$ cat config.mk
export PLATFORM = sky130hd
export DESIGN_NAME = rtc_panel_top
export DESIGN_NICKNAME = d
export VERILOG_FILES = /design/src/rtc_pkg.sv /design/src/btn_conditioner.sv /design/src/i2c_bit_engine.sv /design/src/i2c_master_8bit.sv /design/src/hex_pixel_render.sv /design/src/rtc_panel_top.sv
export SDC_FILE = /design/constraint.sdc
export NUM_CORES = 1
export LEC_CHECK = 0
export ABC_AREA = 1
export BUFFER_PORTS_ARGS = -buffer_cell sky130_fd_sc_hd__buf_2
export CAP_MARGIN = 20
export CORE_UTILIZATION = 60
export DETAILED_ROUTE_END_ITERATION = 8
export PLACE_DENSITY_LB_ADDON = 0.05
export SLEW_MARGIN = 40
export SYNTH_ARGS = -nofsm -noshare
export SYNTH_HDL_FRONTEND = slang
export SYNTH_SLANG_ARGS = --single-unit
$ cat constraint.sdc
create_clock -name clk -period 7.2 [get_ports clk]
set_clock_uncertainty 0.15 [all_clocks]
set_input_delay 0.72 -clock clk [delete_from_list [all_inputs] [get_ports clk]]
set_output_delay 0.72 -clock clk [all_outputs]
set_load 0.005 [all_outputs]
$ cat src/rtc_pkg.sv
package rtc_pkg;

  localparam int clk_mhz      = 25;                 // board oscillator
  localparam int scl_quarter  = clk_mhz * 10 / 4;   // 62 cycles per quarter, about 100 khz
  localparam int debounce_len = 256;                // stable cycles before a level is taken

  localparam logic [6:0] dev_addr_rtc = 7'h6F;      // rtc register block

  // register port map of the master
  localparam logic [1:0] reg_wdata = 2'd0;
  localparam logic [1:0] reg_raddr = 2'd1;
  localparam logic [1:0] reg_dev   = 2'd2;
  localparam logic [1:0] reg_cmd   = 2'd3;

  // bit engine commands
  localparam logic [2:0] cmd_idle  = 3'd0;
  localparam logic [2:0] cmd_start = 3'd1;          // also used as repeated start
  localparam logic [2:0] cmd_stop  = 3'd2;
  localparam logic [2:0] cmd_write = 3'd3;
  localparam logic [2:0] cmd_read  = 3'd4;

  // transaction sequencer states
  localparam logic [3:0] st_idle   = 4'd0;
  localparam logic [3:0] st_start  = 4'd1;
  localparam logic [3:0] st_addr_w = 4'd2;
  localparam logic [3:0] st_reg    = 4'd3;
  localparam logic [3:0] st_data_w = 4'd4;
  localparam logic [3:0] st_rstart = 4'd5;
  localparam logic [3:0] st_addr_r = 4'd6;
  localparam logic [3:0] st_data_r = 4'd7;
  localparam logic [3:0] st_stop   = 4'd8;

  // address byte on the wire, seen raw or as fields
  typedef union packed {
    logic [7:0] raw;
    struct packed {
      logic [6:0] dev;
      logic       rw;                               // 1 reads
    } f;
  } i2c_addr_byte_u;

  localparam logic [15:0] color_fg = 16'hFFFF;      // white
  localparam logic [15:0] color_bg = 16'h0000;      // black

  localparam int cell_w  = 6;                       // character cell incl. spacing
  localparam int cell_h  = 8;
  localparam int glyph_w = 5;
  localparam int glyph_h = 7;

  // rows top to bottom, leftmost column in the msb of each row
  localparam logic [34:0] hex_glyph [16] = '{
    35'b01110_10001_10011_10101_11001_10001_01110,  // 0
    35'b00100_01100_00100_00100_00100_00100_01110,  // 1
    35'b01110_10001_00001_00010_00100_01000_11111,  // 2
    35'b11111_00010_00100_00010_00001_10001_01110,  // 3
    35'b00010_00110_01010_10010_11111_00010_00010,  // 4
    35'b11111_10000_11110_00001_00001_10001_01110,  // 5
    35'b00110_01000_10000_11110_10001_10001_01110,  // 6
    35'b11111_00001_00010_00100_01000_01000_01000,  // 7
    35'b01110_10001_10001_01110_10001_10001_01110,  // 8
    35'b01110_10001_10001_01111_00001_00010_01100,  // 9
    35'b01110_10001_10001_10001_11111_10001_10001,  // a
    35'b11110_10001_10001_11110_10001_10001_11110,  // b
    35'b01110_10001_10000_10000_10000_10001_01110,  // c
    35'b11100_10010_10001_10001_10001_10010_11100,  // d
    35'b11111_10000_10000_11110_10000_10000_11111,  // e
    35'b11111_10000_10000_11110_10000_10000_10000   // f
  };

endpackage

$ cat src/btn_conditioner.sv
`timescale 1ns/10ps
module btn_conditioner import rtc_pkg::*; (
  input  logic       clk,
  input  logic       rst,
  input  logic [6:0] btn,
  output logic [1:0] addr,
  output logic [7:0] di,
  output logic       wr
);

  logic [6:0] btn_m;                  // first sync stage
  logic [6:0] btn_s;                  // second sync stage
  logic [6:0] btn_last;               // synced value one cycle ago
  logic [6:0] btn_db;                 // debounced levels
  logic [$clog2(debounce_len)-1:0] db_cnt;
  logic       accept;

  // sync chain
  always_ff @(posedge clk) begin
    btn_m <= btn;
    btn_s <= btn_m;
  end

  // one counter for all buttons, any change restarts it
  assign accept = (btn_s == btn_last) && (btn_s != btn_db) &&
                  (int'(db_cnt) == debounce_len - 1);

  always_ff @(posedge clk) begin
    if (rst) begin
      btn_last <= '0;
      btn_db   <= '0;
      db_cnt   <= '0;
      wr       <= 1'b0;
    end else begin
      btn_last <= btn_s;
      wr       <= accept && btn_s[6] && !btn_db[6];   // press of the strobe button
      if ((btn_s != btn_last) || (btn_s == btn_db))
        db_cnt <= '0;
      else
        db_cnt <= db_cnt + 1'b1;
      if (accept)
        btn_db <= btn_s;
    end
  end

  assign addr = btn_db[2:1];

  // request byte per register
  always_comb begin
    case (addr)
      reg_cmd:   di = {~btn_db[3], 7'd0};   // bit 7 reads, pressed means write
      reg_dev:   di = {1'b0, dev_addr_rtc};
      reg_raddr: di = 8'h00;                // seconds register
      default:   di = 8'h80;                // st bit starts the oscillator
    endcase
  end

  assert property (@(posedge clk) disable iff (rst) wr |=> !wr)
    else $error("wr held for more than one cycle");

endmodule

$ cat src/i2c_bit_engine.sv
`timescale 1ns/10ps
module i2c_bit_engine import rtc_pkg::*; (
  input  logic       clk,
  input  logic       rst,
  input  logic [2:0] cmd,
  input  logic [7:0] tx_byte,
  input  logic       tx_ack,
  input  logic       scl_in,
  input  logic       sda_in,
  output logic       scl_low,
  output logic       sda_low,
  output logic [7:0] rx_byte,
  output logic       rx_ack,
  output logic       done
);

  logic [2:0] op;                             // running command, cmd_idle when free
  logic [$clog2(scl_quarter)-1:0] qcnt;       // cycles into the quarter
  logic [1:0] phase;                          // scl low, high, high, low
  logic [3:0] bit_cnt;                        // 8 is the ack slot
  logic [8:0] tx_sh;                          // msb goes on the wire
  logic       byte_op;
  logic       pin_byte;                       // pins currently carry a byte op
  logic       scl_l_nx;
  logic       sda_l_nx;
  logic       q_end;                          // last cycle of a quarter
  logic       hold;
  logic       step;

  assign byte_op = (op == cmd_write) || (op == cmd_read);
  assign q_end   = (int'(qcnt) == scl_quarter - 1);
  // released scl not yet seen high on the line
  assign hold    = (phase == 2'd1) && !scl_low && !scl_in;
  assign step    = q_end && !hold;

  // pin levels for the current quarter
  always_comb begin
    scl_l_nx = (phase == 2'd0) || (phase == 2'd3);
    sda_l_nx = !tx_sh[8];
    case (op)
      cmd_start: sda_l_nx = phase[1];         // sda falls in the high half
      cmd_stop: begin
        scl_l_nx = (phase == 2'd0);           // scl stays high at the end
        sda_l_nx = !phase[1];                 // sda rises in the high half
      end
      default: ;
    endcase
  end

  always_ff @(posedge clk) begin
    if (rst) begin
      op       <= cmd_idle;
      qcnt     <= '0;
      phase    <= 2'd0;
      bit_cnt  <= 4'd0;
      scl_low  <= 1'b0;
      sda_low  <= 1'b0;
      pin_byte <= 1'b0;
      done     <= 1'b0;
    end else begin
      done <= 1'b0;
      if (op == cmd_idle) begin
        if (cmd != cmd_idle) begin
          op      <= cmd;
          qcnt    <= '0;
          phase   <= 2'd0;
          bit_cnt <= 4'd0;
        end
      end else begin
        scl_low  <= scl_l_nx;                 // pins hold when idle
        sda_low  <= sda_l_nx;
        pin_byte <= byte_op;
        if (!hold)
          qcnt <= q_end ? '0 : qcnt + 1'b1;
        if (step) begin
          phase <= phase + 2'd1;
          if (phase == 2'd3) begin
            bit_cnt <= bit_cnt + 4'd1;
            if (!byte_op || (bit_cnt == 4'd8)) begin
              op   <= cmd_idle;
              done <= 1'b1;
            end
          end
        end
      end
    end
  end

  // shift data, no reset on the payload
  always_ff @(posedge clk) begin
    if ((op == cmd_idle) && (cmd != cmd_idle))
      tx_sh <= (cmd == cmd_read) ? {8'hFF, !tx_ack} : {tx_byte, 1'b1};
    else if (step && (phase == 2'd3))
      tx_sh <= {tx_sh[7:0], 1'b1};
    if (byte_op && step && (phase == 2'd1)) begin   // middle of scl high
      if (bit_cnt == 4'd8)
        rx_ack <= !sda_in;
      else
        rx_byte <= {rx_byte[6:0], sda_in};
    end
  end

  // sda only moves under a low scl while a byte is on the wire
  assert property (@(posedge clk) disable iff (rst)
    (pin_byte && !scl_low && !$past(scl_low)) |-> $stable(sda_low))
    else $error("sda changed while scl high");

  assert property (@(posedge clk) disable iff (rst) done |=> !done)
    else $error("done longer than one cycle");

endmodule

$ cat src/i2c_master_8bit.sv
`timescale 1ns/10ps
module i2c_master_8bit import rtc_pkg::*; (
  input  logic       clk,
  input  logic       rst,
  input  logic [1:0] addr,
  input  logic [7:0] di,
  input  logic       wr,
  output logic [7:0] dout,
  output logic       busy,
  output logic       ack_err,
  output logic       scl_low,
  output logic       sda_low,
  input  logic       scl_in,
  input  logic       sda_in
);

  logic [7:0] r_wdata;
  logic [7:0] r_raddr;
  logic [7:0] r_dev;
  logic [7:0] r_rx;                   // last byte read from the chip
  logic       rd;                     // running transaction is a read
  logic [3:0] state;
  logic       pend;                   // command out, waiting for done
  logic [2:0] eng_cmd;
  logic [7:0] eng_tx;
  logic       eng_busy;               // engine mid-command as seen from here
  logic [7:0] rx_byte;
  logic       rx_ack;
  logic       done;
  logic       ack_slot;               // step ends in a slave ack
  i2c_addr_byte_u addr_byte;

  assign busy     = (state != st_idle);
  assign ack_slot = (state == st_addr_w) || (state == st_reg) ||
                    (state == st_data_w) || (state == st_addr_r);

  always_comb begin
    addr_byte.f.dev = r_dev[6:0];
    addr_byte.f.rw  = (state == st_addr_r);   // second address turns the bus
  end

  always_comb begin
    case (state)
      st_reg:    eng_tx = r_raddr;
      st_data_w: eng_tx = r_wdata;
      default:   eng_tx = addr_byte.raw;
    endcase
  end

  // register readback
  always_comb begin
    case (addr)
      reg_wdata: dout = r_rx;
      reg_raddr: dout = r_raddr;
      reg_dev:   dout = r_dev;
      default:   dout = {busy, ack_err, 6'd0};
    endcase
  end

  always_ff @(posedge clk) begin
    if (rst) begin
      r_wdata  <= 8'h00;
      r_raddr  <= 8'h00;
      r_dev    <= 8'h00;
      r_rx     <= 8'h00;
      rd       <= 1'b0;
      state    <= st_idle;
      pend     <= 1'b0;
      ack_err  <= 1'b0;
      eng_cmd  <= cmd_idle;
      eng_busy <= 1'b0;
    end else begin
      eng_cmd  <= cmd_idle;             // one-cycle command
      eng_busy <= (eng_busy && !done) || (eng_cmd != cmd_idle);
      if (wr) begin
        case (addr)
          reg_wdata: r_wdata <= di;
          reg_raddr: r_raddr <= di;
          reg_dev:   r_dev   <= di;
          default: if (!busy) begin     // cmd while busy is dropped
            rd      <= di[7];
            state   <= st_start;
            ack_err <= 1'b0;
          end
        endcase
      end
      if (busy && !pend) begin
        pend <= 1'b1;
        case (state)
          st_start, st_rstart: eng_cmd <= cmd_start;
          st_stop:             eng_cmd <= cmd_stop;
          st_data_r:           eng_cmd <= cmd_read;
          default:             eng_cmd <= cmd_write;
        endcase
      end else if (pend && done) begin
        pend <= 1'b0;
        if (ack_slot && !rx_ack) begin  // nack, straight to stop
          ack_err <= 1'b1;
          state   <= st_stop;
        end else begin
          case (state)
            st_start:  state <= st_addr_w;
            st_addr_w: state <= st_reg;
            st_reg:    state <= rd ? st_rstart : st_data_w;
            st_data_w: state <= st_stop;
            st_rstart: state <= st_addr_r;
            st_addr_r: state <= st_data_r;
            st_data_r: begin
              r_rx  <= rx_byte;
              state <= st_stop;
            end
            default:   state <= st_idle;
          endcase
        end
      end
    end
  end

  i2c_bit_engine bit_engine_inst (
    .clk     (clk),
    .rst     (rst),
    .cmd     (eng_cmd),
    .tx_byte (eng_tx),
    .tx_ack  (1'b0),                    // single read byte always ends in nack
    .scl_in  (scl_in),
    .sda_in  (sda_in),
    .scl_low (scl_low),
    .sda_low (sda_low),
    .rx_byte (rx_byte),
    .rx_ack  (rx_ack),
    .done    (done)
  );

  assert property (@(posedge clk) disable iff (rst) (eng_cmd != cmd_idle) |-> !eng_busy)
    else $error("command issued while bit engine busy");

endmodule

$ cat src/hex_pixel_render.sv
`timescale 1ns/10ps
module hex_pixel_render import rtc_pkg::*; (
  input  logic        clk,
  input  logic        rst,
  input  logic [63:0] data,
  input  logic [7:0]  x,
  input  logic [7:0]  y,
  output logic [15:0] color
);

  logic [7:0]  digit;                 // cell index along x
  logic [7:0]  col;                   // pixel column in the cell
  logic [2:0]  row;
  logic [3:0]  nibble;
  logic [34:0] glyph;
  logic [5:0]  bit_idx;
  logic        in_glyph;
  logic        pixel_on;

  always_comb begin
    digit  = 8'(int'(x) / cell_w);
    col    = 8'(int'(x) % cell_w);
    row    = y[2:0];
    nibble = data[4 * (15 - int'(digit[3:0])) +: 4];   // digit 0 is the top nibble
    glyph  = hex_glyph[nibble];
    // blank spacing column, bottom row, past 16 digits, below the text line
    in_glyph = (int'(digit) < 16) && (int'(col) < glyph_w) &&
               (int'(row) < glyph_h) && (int'(y) < cell_h);
    bit_idx  = in_glyph ?
               6'(glyph_w * glyph_h - 1 - glyph_w * int'(row) - int'(col)) : 6'd0;
    pixel_on = in_glyph && glyph[bit_idx];
  end

  // one clock behind x and y
  always_ff @(posedge clk) begin
    if (rst)
      color <= color_bg;
    else
      color <= pixel_on ? color_fg : color_bg;
  end

endmodule

$ cat src/rtc_panel_top.sv
`timescale 1ns/10ps
module rtc_panel_top (
  input  logic        clk,
  input  logic        rst,
  input  logic [6:0]  btn,
  output logic [7:0]  led,
  output logic        scl_low,
  output logic        sda_low,
  input  logic        scl_in,
  input  logic        sda_in,
  input  logic [7:0]  x,
  input  logic [7:0]  y,
  output logic [15:0] color
);

  logic [1:0]  addr;                  // register select from the buttons
  logic [7:0]  di;
  logic        wr;
  logic [7:0]  dout;
  logic [63:0] display;               // 16 hex digits on screen

  btn_conditioner btn_inst (
    .clk  (clk),
    .rst  (rst),
    .btn  (btn),
    .addr (addr),
    .di   (di),
    .wr   (wr)
  );

  // busy and ack_err show up on register 3
  i2c_master_8bit i2c_inst (
    .clk     (clk),
    .rst     (rst),
    .addr    (addr),
    .di      (di),
    .wr      (wr),
    .dout    (dout),
    .busy    (),
    .ack_err (),
    .scl_low (scl_low),
    .sda_low (sda_low),
    .scl_in  (scl_in),
    .sda_in  (sda_in)
  );

  // raw strobe button, register select, request and readback
  assign display = {44'd0, btn[6], 1'b0, addr, di, dout};
  assign led     = dout;

  hex_pixel_render render_inst (
    .clk   (clk),
    .rst   (rst),
    .data  (display),
    .x     (x),
    .y     (y),
    .color (color)
  );

endmodule

After elaboration in Yosys (flattened, before gate mapping) --
Memory sizes are Yosys's and may differ from the RTL's. Index checks and enable logic that the tools add are counted.
Cells by class: add/subtract/negate cells 7, $mul 1, div/mod/pow operators 2, $lt $le $gt $ge 6, eq/ne operators 27, shift-type cells 1, multiplexer cells 48, bitwise gates (word level) 9, reduce and logical (&&, ||, !) cells 62
Operators with widths (number):
- 2-to-1 mux 35 bit | 2
- variable part select 64 x 32 -> 4 bit | 1
- one-hot mux 8 bit (3 select lines) | 2
- 2-to-1 mux 4 bit | 10
- divider 9 x 4 -> 32 bit, second input constant | 1
- remainder unit 9 x 4 -> 32 bit, second input constant | 1
- 2-to-1 mux 6 bit | 5
- 2-to-1 mux 9 bit | 3
- one-hot mux 4 bit (6 select lines) | 1
- logical AND 1 bit | 18
- == test 4 x 3 -> 1 bit, second input constant | 4
- 2-to-1 mux 16 bit | 1
- one-hot mux 8 bit (2 select lines) | 1
- 2-to-1 mux 3 bit | 5
- == test 7 bit | 2
- != test 7 bit | 2
- AND reduction 2 bit | 7
- 2-to-1 mux 1 bit | 12
- logical NOT 1 bit | 10
- nonzero test 2 bit | 5
- one-hot mux 3 bit (3 select lines) | 1
- adder 8 x 1 -> 8 bit, second input constant | 1
- == test 4 x 2 -> 1 bit, second input constant | 2
- == test 4 bit, second input constant | 2
- other kinds (37) | 64
Storage, ports and cells: register bits 131, latch bits 0, bits in writable memories 0, bits in read-only memories 560, bits of input ports 27, output and inout bits 26, logic and storage cells 190, memories kept 1
Memories:
- (no name shown) | words 16, bits a word 35, rd ports 1, clocked after memory_dff 0, wr ports 0, line hex_pixel_render.sv:25 | glyph = hex_glyph[nibble];

Logic depth before layout (Yosys ltp) --
depth in word-level cells 11, depth in mapped cells 40, gate-level depth less buffers 38

By module --
A second synthesis with hierarchy kept.
Second synthesis, totals: cell total of the unflattened synthesis 1184, area total of the unflattened synthesis 8186.6 µm²
Modules (own cells, without submodules):
- hex_pixel_render | instances 1, cells an instance 521, area each 2917.8 µm², sequential area each 20.0 µm²
- i2c_master_8bit | instances 1, cells an instance 267, area each 1936.9 µm², sequential area each 840.8 µm²
- i2c_bit_engine | instances 1, cells an instance 213, area each 1788.0 µm², sequential area each 900.9 µm²
- btn_conditioner | instances 1, cells an instance 182, area each 1540.2 µm², sequential area each 740.7 µm²
- rtc_panel_top | instances 1, cells an instance 1, area each 3.8 µm², sequential area each 0.0 µm²

Worst setup path after synthesis --
OpenSTA, ideal clock, no wires.
kind input-to-reg, from in x[6], to reg render_inst.color[14], library setup time 0.064 ns, data arrival time 5.149 ns, data required time 6.986 ns, slack 1.837 ns, cell stages on the path 33, path through clkbuf_1 -> ha_1 -> inv_1 -> nand2_1 -> nand2_2 -> nand3_2 -> nand2_2 -> nand3_2 -> nand3_1 -> nand2_1 -> inv_2 -> nand3_4 -> nand2_2 -> nand3_4 -> nand3_2 -> buf_2 -> xor2_1 -> inv_1 -> ha_1 -> nand2_1 -> o21ai_1 -> ha_1 -> fa_1 -> inv_1 -> ha_1 -> fa_1 -> xnor2_1 -> nand3_1 -> a31oi_1 -> nand3_1 -> a21oi_1 -> nand3_1 -> nor2_1
Between the ends: longest elaborated chain between the ends 11
Ends and longest elaborated chain:
- from (decl) | line rtc_panel_top.sv:11 | input logic [7:0] x,
- divider 9 x 4 -> 32 bit | line hex_pixel_render.sv:21 | digit = 8'(int'(x) / cell_w);
- subtractor 4 x 4 -> 5 bit | line hex_pixel_render.sv:24 | nibble = data[4 * (15 - int'(digit[3:0])) +: 4];
- variable part select 64 x 32 -> 4 bit | line hex_pixel_render.sv:24
- inverter 4 -> 5 bit (not written as such) | line hex_pixel_render.sv:25
- memory (16 x 35 bit)
- 2-to-1 mux 35 bit (not written as such) (2 in series) | line hex_pixel_render.sv:25
- binary-select mux 1 bit (select 6 bit) | line hex_pixel_render.sv:31 | pixel_on = in_glyph && glyph[bit_idx];
- 2-to-1 mux 1 bit (not written as such) | line hex_pixel_render.sv:31
- logical AND 1 bit * | line hex_pixel_render.sv:31
- 2-to-1 mux 16 bit * | line hex_pixel_render.sv:39 | color <= pixel_on ? color_fg : color_bg;
- to (signal assigned) | line hex_pixel_render.sv:37 | color <= color_bg;
- to (signal assigned) | line hex_pixel_render.sv:39
- to (decl) | line hex_pixel_render.sv:8 | output logic [15:0] color
Every way passes the cells marked *; elsewhere a longest branch is shown, timed or not. The select of a mux whose other input is x is not followed. A chain may end at the register's enable or synchronous reset.

Final worst setup path --
from in x[7], to reg render_inst.color[14]
Same word-level chain as after synthesis.

==> impl_metrics.py <==
metrics = {
    "run_status": {
        "status": "completed",
    },
    "cells_and_area": {
        "synthToLayoutAreaGrowth_pct": 6.66,
        "finalNetCount": 975,
        "postLayoutCoreUtil": 0.655,
        "antenna_cells": 0,
        "layout-drive-gt1-share": 0.125,
    },
    "detailed_routing": {
        "avgViaCountPerCell": 5.54,
        "wl_met2_mm": 6.53,
        "wl_met1_mm": 6.74,
        "drtPass1Iterations": 7,
        "antenna_left": 0,
        "wl_mm": 14.5,
        "met3_wirelength_um": 906,
        "top_layer_used": "met4",
        "vias": 5813,
        "routedWlPerCell_um": 13.8,
        "drc_errors": 0,
        "drt_iter0_drc": 535,
    },
    "critical_path": {
        "timing.rr.start": "btn_inst.btn_db[2]$_SDFFE_PP0P_",
        "cp-end-kind": "register",
        "path_depth": 33,
        "arrival_ns": 6.17,
        "cp_slowest_stage_delay_ns": 0.50,
        "startpoint": "x[7]",
        "crit_type": "input port to register",
        "crit_fanout": 23,
        "cp.required_ns": 7.38,
        "critPathLaunchType": "input port",
        "cpMaxStageDelayCell": "fa_1",
        "reg2regPathDepth": 20,
        "crit_buf_inv": 5,
        "crit_family": "simple AND/OR/NAND/NOR gates",
    },
    "synthesis": {
        "netlist_top_cells_area": "dfxtp_1 25%, nand2_1 11%, edfxtp_1 8.1%",
        "yosys_warnings": 0,
        "synth_top_area_share": 0.254,
        "yosys.area.top_type": "dfxtp_1",
        "syn-mean-instance-area_um2": 7.18,
        "ys_seq_area_frac": 0.334,
        "yosysUniqueCellTypes": 49,
        "synth_edf_count": 17,
        "syn_area_um2": 6310,
        "async_flop_share": 0,
        "syn_inst": 879,
        "synth_seq_cells": 97,
        "syn_nets": 946,
        "synth_flop_cell": "dfxtp_1",
    },
    "global_routing": {
        "grt_pass1_wl_mm": 24.9,
        "antenna_found_initial": 0,
        "overflow": 0,
        "grt_pass1_vias": 5440,
        "grtUsageTotal": 0.281,
        "grt_max_degree": 30,
    },
    "floorplan": {
        "core_area_um2": 10300,
        "dieArea_um2": 10900,
        "die_y_um": 105,
        "die_x_um": 105,
        "row_count": 37,
        "initial_utilization": 0.614,
        "io_pins": 53,
    },
    "cts": {
        "cts_sinks": 97,
        "cts_resized": 0,
        "cts_hold_buffers": 0,
        "clkTransAtPathRegs_ns": 0.09,
        "cts_tree": "yes",
        "htreeDepth": 3,
        "cts_inserted_buffers": 9,
        "clk_latency_ns": 0.38,
        "clock_path_buffers": 2,
        "post_cts_buffers": 0,
        "root_buffer": "clkbuf_8",
    },
    "pwr": {
        "peakVddDrop_v": 0.000196,
        "p_leak_nw": 3.23,
        "power_mw": 1.53,
        "p_per_area_nw_per_um2": 227,
    },
    "worst_hold_path": {
        "whs_path_depth": 0,
        "hp-start": "btn_inst.btn_m[4]$_DFF_P_",
        "holdCritPathClass": "register to register",
    },
    "sta": {
        "min_period_ns": 5.99,
        "worst_slew_margin_rel": 0.505,
        "fin_crit_sh": 0.832,
        "setup_ws_ns": 1.21,
        "setup_viol": 0,
        "fin_setup_tns_ns": 0,
        "slew_violations": 0,
        "tightest_slew_ns": 0.742,
        "max_clock_freq_mhz": 167,
        "rsz0062_at_grt": "no",
        "hold_violations": 0,
    },
    "place": {
        "gp_routability_congestion": 0.932,
        "port_buffers": 52,
        "hpwl_mm": 11.1,
        "dp_slack_ns": 0.836,
    },
    "flow_run": {
        "cap_violations": 0,
    },
}
## through the flow
stage | hold WS [ns] | cell area (µm²) | std cells
final | 0.180 | 6740 | 1049
after detailed placement | 0.162 | 6530 | 1033
after global placement | 0.161 | 6520 | 1033
after floorplan | 0.160 | 6310 | 879
after CTS | 0.181 | 6740 | 1049
after global routing | 0.190 | 6740 | 1049
## cell usage in the layout (no fill, tap or decap), types with 20 or more instances in the layout
cell type	n
nor2_1	75
nand4_1	20
buf_2	52
ha_1	38
dfxtp_1	80
nand3_1	76
o21ai_0	44
a21oi_1	48
inv_1	128
nand2_1	188
## power breakdown
group,internal [mW],switching (mW),total [mW]
registers,0.556,0.00410,0.560
logic,0.221,0.374,0.595
clock network,0.191,0.183,0.374
## cell type report
cell class                 instances  area, µm²
tap                              136        170
fill                             941       3540
sequential                        97       2110
multi-input combinational        611       3470
clock buffer                      14        174
clock inverter                     2       35.0
timing repair buffer              52        260
inverter                         137        514
## metal layers
| layer | vias to the layer above | global-route usage |
|---|---|---|
| met2 | 207 | 0.451 |
| met1 | 2667 | 0.373 |
| met5 | - | 0 |
| met3 | 28 | 0.0561 |
| li1 | 2911 | - |
| met4 | 0 | 0.104 |
## worst register-to-register path, stage by stage, from the launching register on
cell	delay (ns)
dfxtp_1	0.37
inv_1	0.18
ha_1	0.29
inv_1	0.11
nor3_1	0.38
inv_1	0.11
nand4_1	0.11
nand3_1	0.10
nand2_1	0.13
nand2_1	0.25
inv_1	0.19
ha_1	0.37
nand3_1	0.13
nor2_1	0.17
nor2_1	0.06
nand2_1	0.07
nand3_1	0.07
nand3_1	0.09
nand3_1	0.07
a21oi_1	0.14
nor2_1	0.05
## sequential cells by signal, indices dropped and copies added, names as in the netlist, 2 cells and up
| name | count |
|---|---|
| i2c_inst.bit_engine_inst.phase | 2 |
| btn_inst.btn_last | 7 |
| i2c_inst.bit_engine_inst.op | 3 |
| btn_inst.btn_s | 7 |
| i2c_inst.r_raddr | 2 |
| i2c_inst.r_dev | 2 |
| i2c_inst.r_wdata | 2 |
| i2c_inst.bit_engine_inst.bit_cnt | 4 |
| i2c_inst.bit_engine_inst.qcnt | 6 |
| i2c_inst.bit_engine_inst.rx_byte | 8 |
| i2c_inst.state | 4 |
| btn_inst.btn_m | 7 |
| btn_inst.btn_db | 7 |
| i2c_inst.r_rx | 8 |
| i2c_inst.eng_cmd | 3 |
| i2c_inst.bit_engine_inst.tx_sh | 8 |
| btn_inst.db_cnt | 8 |
## path summary, 6_finish.rpt
kind / slack (ns) / end
min: 0.18 / btn_inst.btn_s[4]$_DFF_P_
max: 1.21 / render_inst.color[14]$_SDFF_PP0_
max reg2reg: 3.51 / render_inst.color[14]$_SDFF_PP0_
min reg2reg: 0.18 / btn_inst.btn_s[4]$_DFF_P_
## kinds of logic (layout without fill, tap and decap cells)
group                      after synthesis  in the layout  synth area share
and+or+nand+nor                        422            422             0.323
buffers and inverters                  171            205             0.117
AOI/OAI and AO/OA                      126            126             0.112
DFF                                     97             97             0.334
adders and majority gates               40             40            0.0816
xor gates and xnor gates                23             23            0.0319
## cell usage after synthesis (2+ instances only)
cell      count
o211ai_1      4
nand4_1      20
nor2_8        3
nor3_1       13
buf_4        18
nand3_1      76
a21oi_2       2
xor2_1       14
o21ai_0      44
nor2_1       75
nor2_2        2
xnor2_1       9
clkinv_1      2
clkbuf_1      7
a211oi_1      6
inv_2         7
nand2_2      12
and3_1        2
nand2_1     188
a31oi_1       3
fa_1          2
nand3_2      11
dfxtp_1      80
edfxtp_1     17
nor3b_1       6
o22ai_1       4
buf_2         5
ha_1         38
buf_6         3
nor4_1        3
nand2_4       4
a21oi_1      48
o21ai_1       4
nand3_4       5
inv_1       128
No activity file was read; power rests on OpenSTA's default activity.
